## config.mk

```make
export PLATFORM = sky130hd
export DESIGN_NAME = syncFifo
export DESIGN_NICKNAME = d
export VERILOG_FILES = /design/src/syncFifo.sv
export SDC_FILE = /design/constraint.sdc
export NUM_CORES = 1
export LEC_CHECK = 0
export ABC_AREA = 1
export BUFFER_PORTS_ARGS = -buffer_cell sky130_fd_sc_hd__buf_2
export CAP_MARGIN = 20
export CORE_MARGIN = 4
export CORE_UTILIZATION = 43
export DETAILED_ROUTE_END_ITERATION = 10
export SYNTH_ARGS = -nofsm -noshare
export SYNTH_HDL_FRONTEND = slang
export SYNTH_SLANG_ARGS = --single-unit
export TNS_END_PERCENT = 10
```

## constraint.sdc

```tcl
create_clock -name clk -period 3.5 [get_ports clk]
set_clock_uncertainty 0.1 [all_clocks]
set_input_delay 0.525 -clock clk [delete_from_list [all_inputs] [get_ports clk]]
set_output_delay 0.525 -clock clk [all_outputs]
set_load 0.02 [all_outputs]
```

## src/syncFifo.sv

```systemverilog
`timescale 1ns/10ps

module syncFifo #(
    parameter int WIDTH = 8,
    parameter int DEPTH_LOG2 = 5,
    parameter int ALMOST_FULL_MARGIN = 4
) (
    input  logic             clk,
    input  logic             rst,
    input  logic             writeEnable,
    input  logic [WIDTH-1:0] dataIn,
    input  logic             readEnable,
    output logic [WIDTH-1:0] dataOut,
    output logic             empty,
    output logic             almostFull
);

    logic [WIDTH-1:0] mem [1 << DEPTH_LOG2];
    logic [DEPTH_LOG2-1:0] writePtr;
    logic [DEPTH_LOG2-1:0] readPtr;
    // One extra bit so a completely full FIFO is representable
    logic [DEPTH_LOG2:0] count;
    logic doWrite;
    logic doRead;

    assign doWrite = writeEnable && !count[DEPTH_LOG2];
    assign doRead = readEnable && !empty;

    always_ff @(posedge clk) begin
        if (doWrite) begin
            mem[writePtr] <= dataIn;
        end
    end

    always_ff @(posedge clk) begin
        if (rst) begin
            writePtr <= '0;
            readPtr <= '0;
            count <= '0;
        end else begin
            if (doWrite) begin
                writePtr <= writePtr + 1'b1;
            end
            if (doRead) begin
                readPtr <= readPtr + 1'b1;
            end
            if (doWrite && !doRead) begin
                count <= count + 1'b1;
            end else if (doRead && !doWrite) begin
                count <= count - 1'b1;
            end
        end
    end

    // Head entry is always visible
    assign dataOut = mem[readPtr];
    assign empty = (count == '0);
    // Fewer than ALMOST_FULL_MARGIN free slots left
    assign almostFull = count > ((1 << DEPTH_LOG2) - ALMOST_FULL_MARGIN);

endmodule

```

==> qor.txt <==
PLACE
--------------------------------------------------------------------------------------
Placed cell areas                                                          12,000 um^2
RD Place Congestion                                                              0.822
Count of placed standard cells including taps                                    1,364
Number of buffers added on ports                                                    21
Placed wire-length estimate after detailed placement                         15,700 um

CELLS AND AREA
--------------------------------------------------------------------------------------
Most frequent cells in the layout                                         388 x sky130_fd_sc_hd__nand2_1, 256 x sky130_fd_sc_hd__edfxtp_1, 202 x sky130_fd_sc_hd__nand3_1, 41 x sky130_fd_sc_hd__nor2_1, 31 x sky130_fd_sc_hd__clkbuf_16
Synth-to-Final Area Change                                                       11.1%
Cell Count, Final, Fillers Out                                                   1,419
Number of filler instances in the final layout                                   2,391
Fraction of final layout cells sized beyond drive strength 1                    0.0803
Ant. Diodes                                                                          0
Summed area of non-filler cells in the final layout                        12,900 um^2
Final-stage net count                                                            1,084
Commonest non-fill, non-tap cell in the layout                            sky130_fd_sc_hd__nand2_1

CRITICAL PATH
--------------------------------------------------------------------------------------
Worst Path Arrival                                                             2.48 ns
Capture point of the worst reg-to-reg path                                   mem[8][2]
Critical Path Source Type                                                         flop
Largest fanout on the critical path                                                 31
Buffers plus inverters on the worst setup path                                       2
Critical Path Most Common Cell                                            sky130_fd_sc_hd__nand2_1
Dominant delay contributor by cell family on the critical path            simple AND/OR/NAND/NOR gates
Reg-to-Reg Start                                                              count[5]
Critical path class                                                            reg2out
Endpoint kind of the worst setup timing path                               output port
Count of cell instances traversed by the critical path                              10
Reg2Reg Depth                                                                        5
Crit-path cells                                                           buf_4 > nand2_1 > nand3_1 > nand3_1 > nand2_1 > nand2_1 > nand2_1 > nand2_1 > nand2_1 > buf_2
Endpoint required time on the critical path                                    2.87 ns
CP Capture Point                                                            dataOut[7]
Library cell contributing the largest single delay on the critical path   sky130_fd_sc_hd__dfxtp_4
Reg-to-reg setup timing slack                                                  1.16 ns
CP peak stage delay                                                            0.55 ns

JOB
--------------------------------------------------------------------------------------
Number of max-cap violations                                                         0

GRT
--------------------------------------------------------------------------------------
Initial antenna violation count                                                      0
Via count of the first global-routing pass                                       7,212
Total overflow reported by the global router                                         0
Maximum number of pins on one net before global-route repair                        78
All-layer global routing usage                                                   0.183
Wire length of the first global-routing pass                                 42,000 um

CLOCK NETWORK
--------------------------------------------------------------------------------------
Clock root buffer master                                                  sky130_fd_sc_hd__clkbuf_16
Number of gates resized after CTS                                                    0
CTS clock-pin slew for the worst setup and hold paths                          0.06 ns
TritonCTS clock tree                                                              done
Clock Sinks                                                                        277
Post-CTS Setup Bufs                                                                  0
Total number of H-tree levels                                                        1
Cts bufs inserted                                                                   30
Max Buffers Root-to-Sink                                                             3
Worst skew pair latency                                                        0.53 ns
Total of hold buffers inserted after clock tree synthesis                            0

DIE
--------------------------------------------------------------------------------------
Die Span X                                                                      172 um
Core region area                                                           26,400 um^2
Effective utilization at floorplan                                               0.441
Die span in y                                                                   172 um
Die area                                                                   29,700 um^2
Number of cell rows                                                                 59
Number of primary I/O pins                                                          22

SYNTH
--------------------------------------------------------------------------------------
Combinational family with the most area after synthesis                   simple AND/OR/NAND/NOR gates
Cell count after synthesis                                                       1,042
Cell area after synthesis                                                  11,600 um^2
Share of Yosys cell area claimed by the top area cell type                       0.662
Flip-flop and latch count after synthesis                                          277
Synthesized-area fraction occupied by ao, oa, aoi and oai cells                 0.0115
Sequential area share after synthesis                                            0.698
Mux cell area share after synthesis                                                  0
Post-Synth Adder-Cell Area                                                      0.0125
Library cell with the largest summed area after synthesis                 sky130_fd_sc_hd__edfxtp_1
Synthesized-area fraction occupied by xor and xnor cells                       0.00452
Cells taking the most area after synthesis                                sky130_fd_sc_hd__edfxtp_1 66%, sky130_fd_sc_hd__nand2_1 13%, sky130_fd_sc_hd__nand3_1 8.7%
Count of yosys warnings during synthesis                                             0
Total nets after synthesis                                                       1,065
Mean instance size in the synthesized netlist                                11.2 um^2
Post-synthesis simple-gate area fraction                                         0.229
Netlist cell types                                                                  21

STA
--------------------------------------------------------------------------------------
Final-layout setup total negative slack                                           0 ns
RSZ-0062 raised after global routing                                             false
Final clock period utilization by the worst path                                 0.886
Relative slew margins                                                            0.412
Max-slew violations                                                                  0
Worst Max-Slew Pin Slew                                                       0.878 ns
Final hold violation count                                                           0
Maximum achievable frequency                                                 0.323 GHz
Number of failing setup endpoints in the final timing report                         0
Minimum clock period                                                           3.10 ns

DETAILED ROUTING
--------------------------------------------------------------------------------------
Average wire length per cell after detail routing                              19.0 um
Number of nets with antenna violations after detailed routing                        0
Via total after detailed routing                                                 7,477
Routed WL                                                                    26,900 um
DRC                                                                                  0
Detailed-routing iteration count for the pre-antenna-repair pass                     5
Starting DRC count in detailed routing                                             699
Via density                                                                       5.27

PWR
--------------------------------------------------------------------------------------
Peak supply drop                                                              0.419 mV
Pwr dens                                                                   686 nW/um^2
Leakage component of the power                                                 4.81 nW

RUN STATUS
--------------------------------------------------------------------------------------
Outcome                                                                   finished, final reports clean

MIN PATH
--------------------------------------------------------------------------------------
Class of the worst hold path                                                    in2reg

-- logic make-up (layout without fill, tap and decap cells) --
| group | after synthesis | count (layout) |
|---|---|---|
| buf+inv | 84 | 126 |
| flops | 277 | 277 |
| simple gates | 638 | 638 |
| compound gates | 26 | 26 |
| fa+ha+maj | 11 | 11 |
| xor+xnor | 6 | 6 |
-- final cells by class --
type,count,area [um^2],area share
sequential,277,8110,0.628
multi-input combinational,681,2990,0.232
clock buffer,40,840,0.0650
tap,335,419,0.0325
timing repair buffer,40,310,0.0240
clock inverter,15,124,0.00959
inverter,31,119,0.00920
-- metrics by stage --
step	power (W)	hold slack, ns	util	setup WS, ns
2_1_floorplan	0.00538	0.360	-	1.40
3_3_place_gp	0.00587	0.381	0.453	0.980
3_5_place_dp	0.00589	0.393	0.453	0.973
4_1_cts	0.00894	0.222	0.490	0.376
5_1_grt	0.00934	0.257	0.490	0.208
6_report	0.00886	0.265	0.490	0.400
-- routing by layer --
layer  share of wire  vias to the layer above  global-route usage
met5               0                        -                   0
met4           0.020                        0              0.0410
met3           0.059                       38              0.0242
met2            0.46                      232               0.287
met1            0.46                     3589               0.274
li1                -                     3618                   -
-- cell usage after synthesis (all sizes together) --
| master | number |
|---|---|
| buf | 44 |
| inv | 31 |
| xor2 | 2 |
| nor2 | 41 |
| nand3 | 202 |
| nand4 | 2 |
| o41ai | 1 |
| clkbuf | 9 |
| xnor2 | 4 |
| o21ai | 9 |
| dfxtp | 21 |
| edfxtp | 256 |
| nand2 | 388 |
| a21oi | 16 |
| nor3 | 5 |
| ha | 10 |
| fa | 1 |
-- flip-flops by register name (all words and copies together) (netlist names), named ones only --
name	cells
readPtr	5
mem	256
count	6
writePtr	5
-- worst min-delay path by stage --
stage                          start          end  slack [ns]  depth (start not counted)
after floorplan           readPtr[0]         flop        0.36                          1
after detailed placement  readPtr[0]   readPtr[0]        0.39                          1
final                            rst  writePtr[2]        0.26                          2
after global routing             rst  writePtr[4]        0.26                          2
after global placement    readPtr[0]   readPtr[0]        0.38                          1
after CTS                        rst  writePtr[2]        0.22                          2
-- where the power goes --
part / switching (W) / internal, W
Sequential: 0.0000844 / 0.00372
Combinational: 0.00140 / 0.000611
Clock: 0.00123 / 0.00182
Total: 0.00272 / 0.00615
Power figures use the tool's default switching activity.
