==> src/permPkg.sv <==
package permPkg;

    // Lane organisation
    localparam int LANE_COUNT = 4;
    localparam int LANES_PER_CHANNEL = LANE_COUNT / 2;

    localparam int WORD_WIDTH = 128;
    localparam int LANE_LATENCY = 6;

    // Buffer sizing
    localparam int LANE_FIFO_DEPTH_LOG2 = 5;
    localparam int LANE_FIFO_MARGIN = 8;
    localparam int ORIGIN_DEPTH_LOG2 = 7;
    localparam int OUT_FIFO_DEPTH_LOG2 = 5;
    localparam int OUT_FIFO_MARGIN = 6;

    localparam int RESET_HOLD_CYCLES = 35;
    localparam int EMPTY_IDLE_CYCLES = 15;

    // Result field widths
    localparam int COUNT_WIDTH = 13;
    localparam int SUM_WIDTH = 48;

    typedef struct packed {
        logic [WORD_WIDTH-1:0] upper;
        logic [WORD_WIDTH-1:0] lower;
    } hostWord_t;

    typedef struct packed {
        logic [WORD_WIDTH-1:0] botA;
        logic [WORD_WIDTH-1:0] botB;
    } botPair_t;

    typedef struct packed {
        logic [COUNT_WIDTH-1:0] pcoeffCount;
        logic [SUM_WIDTH-1:0] pcoeffSum;
    } laneResult_t;

    typedef struct packed {
        laneResult_t resultA;
        laneResult_t resultB;
    } resultWord_t;

    typedef enum logic [1:0] {
        TOP_RUN,
        TOP_DRAIN,
        TOP_INSTALL
    } topState_e;

endpackage

==> src/topManager.sv <==
`timescale 1ns/10ps

module topManager (
    input  logic                            clk,
    input  logic                            rst,
    input  logic                            topWrite,
    input  logic [permPkg::WORD_WIDTH-1:0]  topIn,
    input  logic                            pipelineEmpty,
    input  logic                            slowDown,
    output logic                            stall,
    output logic [permPkg::WORD_WIDTH-1:0]  currentTop
);

    permPkg::topState_e state;
    logic [permPkg::WORD_WIDTH-1:0] pendingTop;

    always_ff @(posedge clk) begin
        if (topWrite && state == permPkg::TOP_RUN) begin
            pendingTop <= topIn;
        end
    end

    always_ff @(posedge clk) begin
        if (rst) begin
            state <= permPkg::TOP_RUN;
            currentTop <= '0;
        end else begin
            case (state)
                permPkg::TOP_RUN: begin
                    if (topWrite) begin
                        state <= permPkg::TOP_DRAIN;
                    end
                end
                permPkg::TOP_DRAIN: begin
                    // Every lane and the reassembly path must be quiet
                    if (pipelineEmpty && !slowDown) begin
                        state <= permPkg::TOP_INSTALL;
                    end
                end
                permPkg::TOP_INSTALL: begin
                    currentTop <= pendingTop;
                    state <= permPkg::TOP_RUN;
                end
                default: begin
                    state <= permPkg::TOP_RUN;
                end
            endcase
        end
    end

    assign stall = (state != permPkg::TOP_RUN);

endmodule

==> config.mk <==
export PLATFORM = sky130hd
export DESIGN_NAME = topManager
export DESIGN_NICKNAME = d
export VERILOG_FILES = /design/src/permPkg.sv /design/src/topManager.sv
export SDC_FILE = /design/constraint.sdc
export NUM_CORES = 1
export LEC_CHECK = 0
export BUFFER_PORTS_ARGS = -buffer_cell sky130_fd_sc_hd__buf_4
export CORE_MARGIN = 3
export CORE_UTILIZATION = 50
export CTS_CLUSTER_DIAMETER = 150
export CTS_CLUSTER_SIZE = 40
export DETAILED_ROUTE_END_ITERATION = 12
export PLACE_DENSITY = 0.77
export SYNTH_ARGS = -nofsm -noshare
export SYNTH_HDL_FRONTEND = slang
export SYNTH_SLANG_ARGS = --single-unit
export TNS_END_PERCENT = 1
==> constraint.sdc <==
create_clock -name clk -period 8.9 [get_ports clk]
set_input_delay 0.89 -clock clk [delete_from_list [all_inputs] [get_ports clk]]
set_output_delay 0.89 -clock clk [all_outputs]
set_load 0.02 [all_outputs]
==> results of run 1 <==
## flip-flops by register name, summed over array words and instances, names as in the netlist
name	flops
currentTop	128
pendingTop	128
state	2
## layer usage
layer | wire (µm) | track usage [%] | up-vias
met5 | 0 | 0 | -
met4 | 620 | 5.745 | 0
met3 | 1056 | 3.654 | 32
met2 | 10790 | 33.09 | 161
met1 | 9142 | 25.15 | 3032
li1 | - | - | 3048
## metrics by stage
| stage | setup WS [ns] | instance area [µm²] | instances | power [W] |
|---|---|---|---|---|
| 2_1_floorplan | 2.074 | 9694 | 721 | 0.001432 |
| 3_3_place_gp | 5.955 | 11740 | 1178 | 0.001501 |
| 3_5_place_dp | 5.887 | 11740 | 1178 | 0.001504 |
| 4_1_cts | 5.875 | 12060 | 1194 | 0.002084 |
| 5_1_grt | 5.765 | 12060 | 1194 | 0.002135 |
| 6_report | 5.922 | 12060 | 1194 | 0.002064 |
## cell usage in the layout, fill, tap and decap left out
master / synthesis / final
or2_1: 1 / 1
edfxtp_1: 128 / 128
nand4bb_1: 128 / 128
nor2b_4: 0 / 1
and3_1: 1 / 1
nor2b_1: 2 / 1
dfxtp_4: 0 / 2
clkinv_16: 0 / 1
nor2_4: 0 / 1
a2111oi_2: 1 / 1
nand2b_1: 128 / 128
nor2_1: 3 / 2
buf_4: 2 / 267
o21ai_1: 128 / 128
clkbuf_1: 36 / 4
clkbuf_16: 0 / 11
dfxtp_1: 130 / 128
inv_1: 1 / 1
## cells by family (layout without fill, tap and decap cells)
group / after synthesis / after routing / share of synthesized area (%)
buf+inv: 71 / 284 / 3.239
flops: 258 / 258 / 66.49
simple gates: 263 / 263 / 23.50
compound gates: 129 / 129 / 6.763
## worst max-delay path: stages (launching register included)
cell	delay, ns
dfxtp_4	1.15
or2_1	0.27
buf_4	0.17
## cell type report
type,count,area (µm²),share of cell area (%)
Sequential cell,258,6454,53.53
Clock buffer,15,290.3,2.408
Clock inverter,1,30.03,0.2491
Timing Repair Buffer,267,2004,16.63
Tap cell,260,325.3,2.698
Inverter,1,3.754,0.03113
Multi-Input combinational cell,392,2949,24.46
## where the power goes
part	total [W]	switching (W)	internal, W	leakage [nW]
sequential	0.00133	0.0000269	0.00130	2.27
combinational	0.000150	0.0000641	0.0000855	2.02
clock	0.000588	0.000350	0.000238	0.152
total	0.00206	0.000441	0.00162	4.45
## worst max-delay path by stage
stage,startpoint,endpoint,slack (ns)
after floorplan,state[1],pendingTop[0],2.07
after global placement,rst,currentTop[109],5.96
after detailed placement,rst,currentTop[104],5.89
after CTS,state[0],stall,5.88
after global routing,state[0],stall,5.76
final,state[0],stall,5.92
==> flow_summary.json, run 1 <==
{
  "status": "complete, no violations",
  "dieArea_um2": 21090,
  "num_rows": 50,
  "critical_path_class": "register to output pin",
  "layout_min_cycle_time_ns": 2.978,
  "ys_types": 14,
  "hp-class": "register to register",
  "critPathCaptureType": "output pin",
  "fin_util_pct": 63.81,
  "slew_viol_final": 0,
  "start_util_pct": 51.31,
  "yosys_warnings": 0,
  "drtPass1Iterations": 4,
  "rrSetupSlack_ns": 6.50,
  "drive_gt1_share_pct": 30.41,
  "via_per_inst": 5.254,
  "area_growth_pct": 24.37,
  "p_leak_nw": 4.447,
  "synth_top_area_share_pct": 39.65,
  "finalHoldViolCount": 0,
  "route.final.wire_length_um": 21610,
  "ctsHoldBuffers": 0,
  "clk_pin_slew_ns": 0.14,
  "crit_fanout": 133,
  "synth_area_leaders": "edfxtp_1, dfxtp_1, nand4bb_1",
  "grt_usage_pct": 19.33,
  "p_per_area_nw_per_um2": 171.2,
  "synthFlopType": "dfxtp_1",
  "hold_path_end": "currentTop[47]",
  "drtIter0Drc": 401,
  "r2r_end": "pendingTop[106]",
  "whs_ns": 0.4731,
  "cts_tree": "built",
  "setup_viol": 0,
  "ys_async_sr_fraction_pct": 0,
  "num_vias": 6273,
  "syn_area_um2": 9694,
  "antenna_cells": 0,
  "ir_worst_vdd_v": 0.0001277,
  "grt_overflow_total": 0,
  "clockBufferDepth": 3,
  "synth_most_common_cell": "dfxtp_1",
  "start_kind": "register",
  "clk_latency_ns": 0.49,
  "rsz0062_at_grt": "false",
  "reg2reg_depth": 3,
  "wire_per_inst_um": 18.09,
  "fill_cells": 1539,
  "ios": 262,
  "period_share_pct": 33.46,
  "die_w_um": 145.2,
  "max_freq_ghz": 0.3358,
  "r2r-start": "state[0]",
  "synth_edf_count": 128,
  "synth_nets": 854,
  "synth_seq_cells": 258,
  "cts_root_buf": "clkbuf_16",
  "grt_pass1_wl_um": 33800,
  "synth.avg_cell_area_um2": 13.45,
  "antenna_found_initial": 0,
  "nets": 1063,
  "maxCapViolations": 0,
  "hpwl_um": 13270,
  "synthTopCellsByCount": "dfxtp_1, edfxtp_1, nand2b_1, nand4bb_1, o21ai_1",
  "finalSetupTns_ns": 0,
  "synth_top_cell_by_area": "edfxtp_1",
  "relSlewSlack_pct": 17.21,
  "numCtsBuffers": 10,
  "grt_max_degree": 141,
  "place.port_buffers": 261,
  "post_cts_resized": 0,
  "hp-start": "currentTop[47]",
  "ys_seq_area_share_pct": 66.49,
  "post-route-drc-count": 0,
  "tightest_slew_ns": 1.242,
  "core_um2": 18890,
  "arrival_ns": 2.09,
  "drtAntennaViolNets": 0,
  "cts_max_level": 1,
  "netlist_instances": 721,
  "fin_skew_ns": 0.03377,
  "post_cts_buffers": 0,
  "whs_path_depth": 2,
  "place_congestion": 0.7784,
  "grt_pass1_vias": 6277,
  "die_h_um": 145.2,
  "cp_data_required_time_ns": 8.01,
  "numClockSinks": 258
}
Note: power is estimated with default switching activity, not from simulation.
==> inputs of run 2 (changes only) <==
clock period = 3.1 ns   (was 8.9 ns; I/O delays follow)
==> run 2 against run 1 <==
Critical path depth grew 1. Combinational power grew to 4.0 times the previous value. Register-to-register slack lost 5.5 ns. Critical endpoint is now currentTop[14]. Sequential share of layout area shrank 5.3 points. Highest routed layer unchanged. Sequential cell count is the same. Clock-buffer cell count shrank 1. Sequential power grew to 2.8 times the previous value. Die area is the same. First-iteration DRC count shrank 8.5%. Hold slack lost 0.45 ns. Largest cell class unchanged.
==> flow_summary.json, run 2 (synthesized netlist as in run 1, its figures left out) <==
{
  "place_congestion": 0.7411,
  "post_cts_resized": 0,
  "ctsHoldBuffers": 120,
  "final-instance-count-excl-fill": 1321,
  "nets": 1191,
  "status": "complete, no violations",
  "antenna_found_initial": 0,
  "post-route-drc-count": 0,
  "grt_usage_pct": 21.18,
  "ios": 262,
  "critPathCaptureType": "register",
  "critical_path_class": "register to register",
  "r2r_end": "currentTop[14]",
  "crit_fanout": 118,
  "final_common_cell": "buf_4",
  "whs_path_depth": 1,
  "dieArea_um2": 21090,
  "fin_skew_ns": 0.02423,
  "cp_data_required_time_ns": 3.44,
  "period_share_pct": 66.73,
  "start_kind": "register",
  "route.final.wire_length_um": 23430,
  "relSlewSlack_pct": 46.75,
  "slew_viol_final": 0,
  "grt_pass1_wl_um": 37370,
  "p_per_area_nw_per_um2": 452.9,
  "antenna_cells": 0,
  "rrSetupSlack_ns": 1.03,
  "clk_latency_ns": 0.48,
  "ir_worst_vdd_v": 0.0003890,
  "hp-start": "topIn[17]",
  "grt_overflow_total": 0,
  "hold_path_end": "pendingTop[17]",
  "numClockSinks": 258,
  "drtPass1Iterations": 4,
  "layout_min_cycle_time_ns": 2.069,
  "clk_pin_slew_ns": 0.14,
  "fin_util_pct": 70.77,
  "r2r-start": "state[1]",
  "cts_max_level": 1,
  "num_rows": 50,
  "maxCapViolations": 0,
  "drtAntennaViolNets": 0,
  "via_per_inst": 5.250,
  "place.port_buffers": 261,
  "max_freq_ghz": 0.4834,
  "cts_root_buf": "clkbuf_16",
  "clockBufferDepth": 3,
  "num_vias": 6935,
  "p_leak_nw": 4.992,
  "rsz0062_at_grt": "false",
  "core_um2": 18890,
  "die_w_um": 145.2,
  "arrival_ns": 2.41,
  "finalSetupTns_ns": 0,
  "reg2reg_depth": 3,
  "post_cts_buffers": 0,
  "top_regs": "currentTop: 128 flops, pendingTop: 128 flops, state: 2 flops",
  "drtIter0Drc": 367,
  "setup_viol": 0,
  "grt_pass1_vias": 7023,
  "finalHoldViolCount": 0,
  "hp-class": "primary input to register",
  "wire_per_inst_um": 17.73,
  "start_util_pct": 51.31,
  "tightest_slew_ns": 0.7988,
  "hpwl_um": 13310,
  "numCtsBuffers": 10,
  "area_growth_pct": 37.93,
  "dp.cells": 1179,
  "grt_max_degree": 143,
  "cts_tree": "built",
  "drive_gt1_share_pct": 26.96,
  "die_h_um": 145.2
}
[run 2: final cells by class]
class | count | area (µm²)
sequential | 258 | 6454
fill | 1297 | 5522
timing repair buffer | 395 | 3321
multi-input combinational | 392 | 2952
tap | 260 | 325.3
clock buffer | 14 | 286.5
clock inverter | 1 | 30.03
inverter | 1 | 3.754
[run 2: worst max-delay path by stage]
stage	start	endpoint	slack (ns)	cells after the start
after global routing	state[1]	currentTop[14]	0.91	3
after CTS	state[1]	currentTop[14]	1.01	3
final	state[1]	currentTop[14]	1.03	3
after floorplan	state[0]	pendingTop[0]	0.0004	3
after global placement	state[1]	currentTop[120]	1.09	3
after detailed placement	state[1]	currentTop[102]	1.07	3
[run 2: metrics by stage]
step | area [µm²] | hold slack (ns) | total power [W] | setup WS (ns)
final | 13370 | 0.02310 | 0.006056 | 1.031
after global routing | 13370 | 0.001040 | 0.006284 | 0.9106
after CTS | 13300 | 0.0002800 | 0.006101 | 1.013
after detailed placement | 11780 | 0.4548 | 0.004324 | 1.074
after global placement | 11780 | 0.4524 | 0.004315 | 1.086
after floorplan | 9721 | 0.4089 | 0.004099 | 0.0004294
[run 2: layer usage]
metal  vias up  track usage [%]  routed length (µm)
met5         -                0                   0
met1      3364            28.38                9857
met4         0            4.511                 520
li1       3300                -                   -
met2       237            36.18               11670
met3        34            3.998                1381
[run 2: power by group]
group,switching (W),total [W],leakage [nW],internal (W)
combinational,0.000239,0.000594,2.57,0.000355
clock,0.000996,0.00167,0.151,0.000677
sequential,0.0000605,0.00379,2.27,0.00373
[run 2: worst max-delay path, cell delays in order (launching register included)]
cell,delay [ns]
dfxtp_4,0.79
nor2b_4,0.45
buf_12,0.47
o21ai_1,0.15
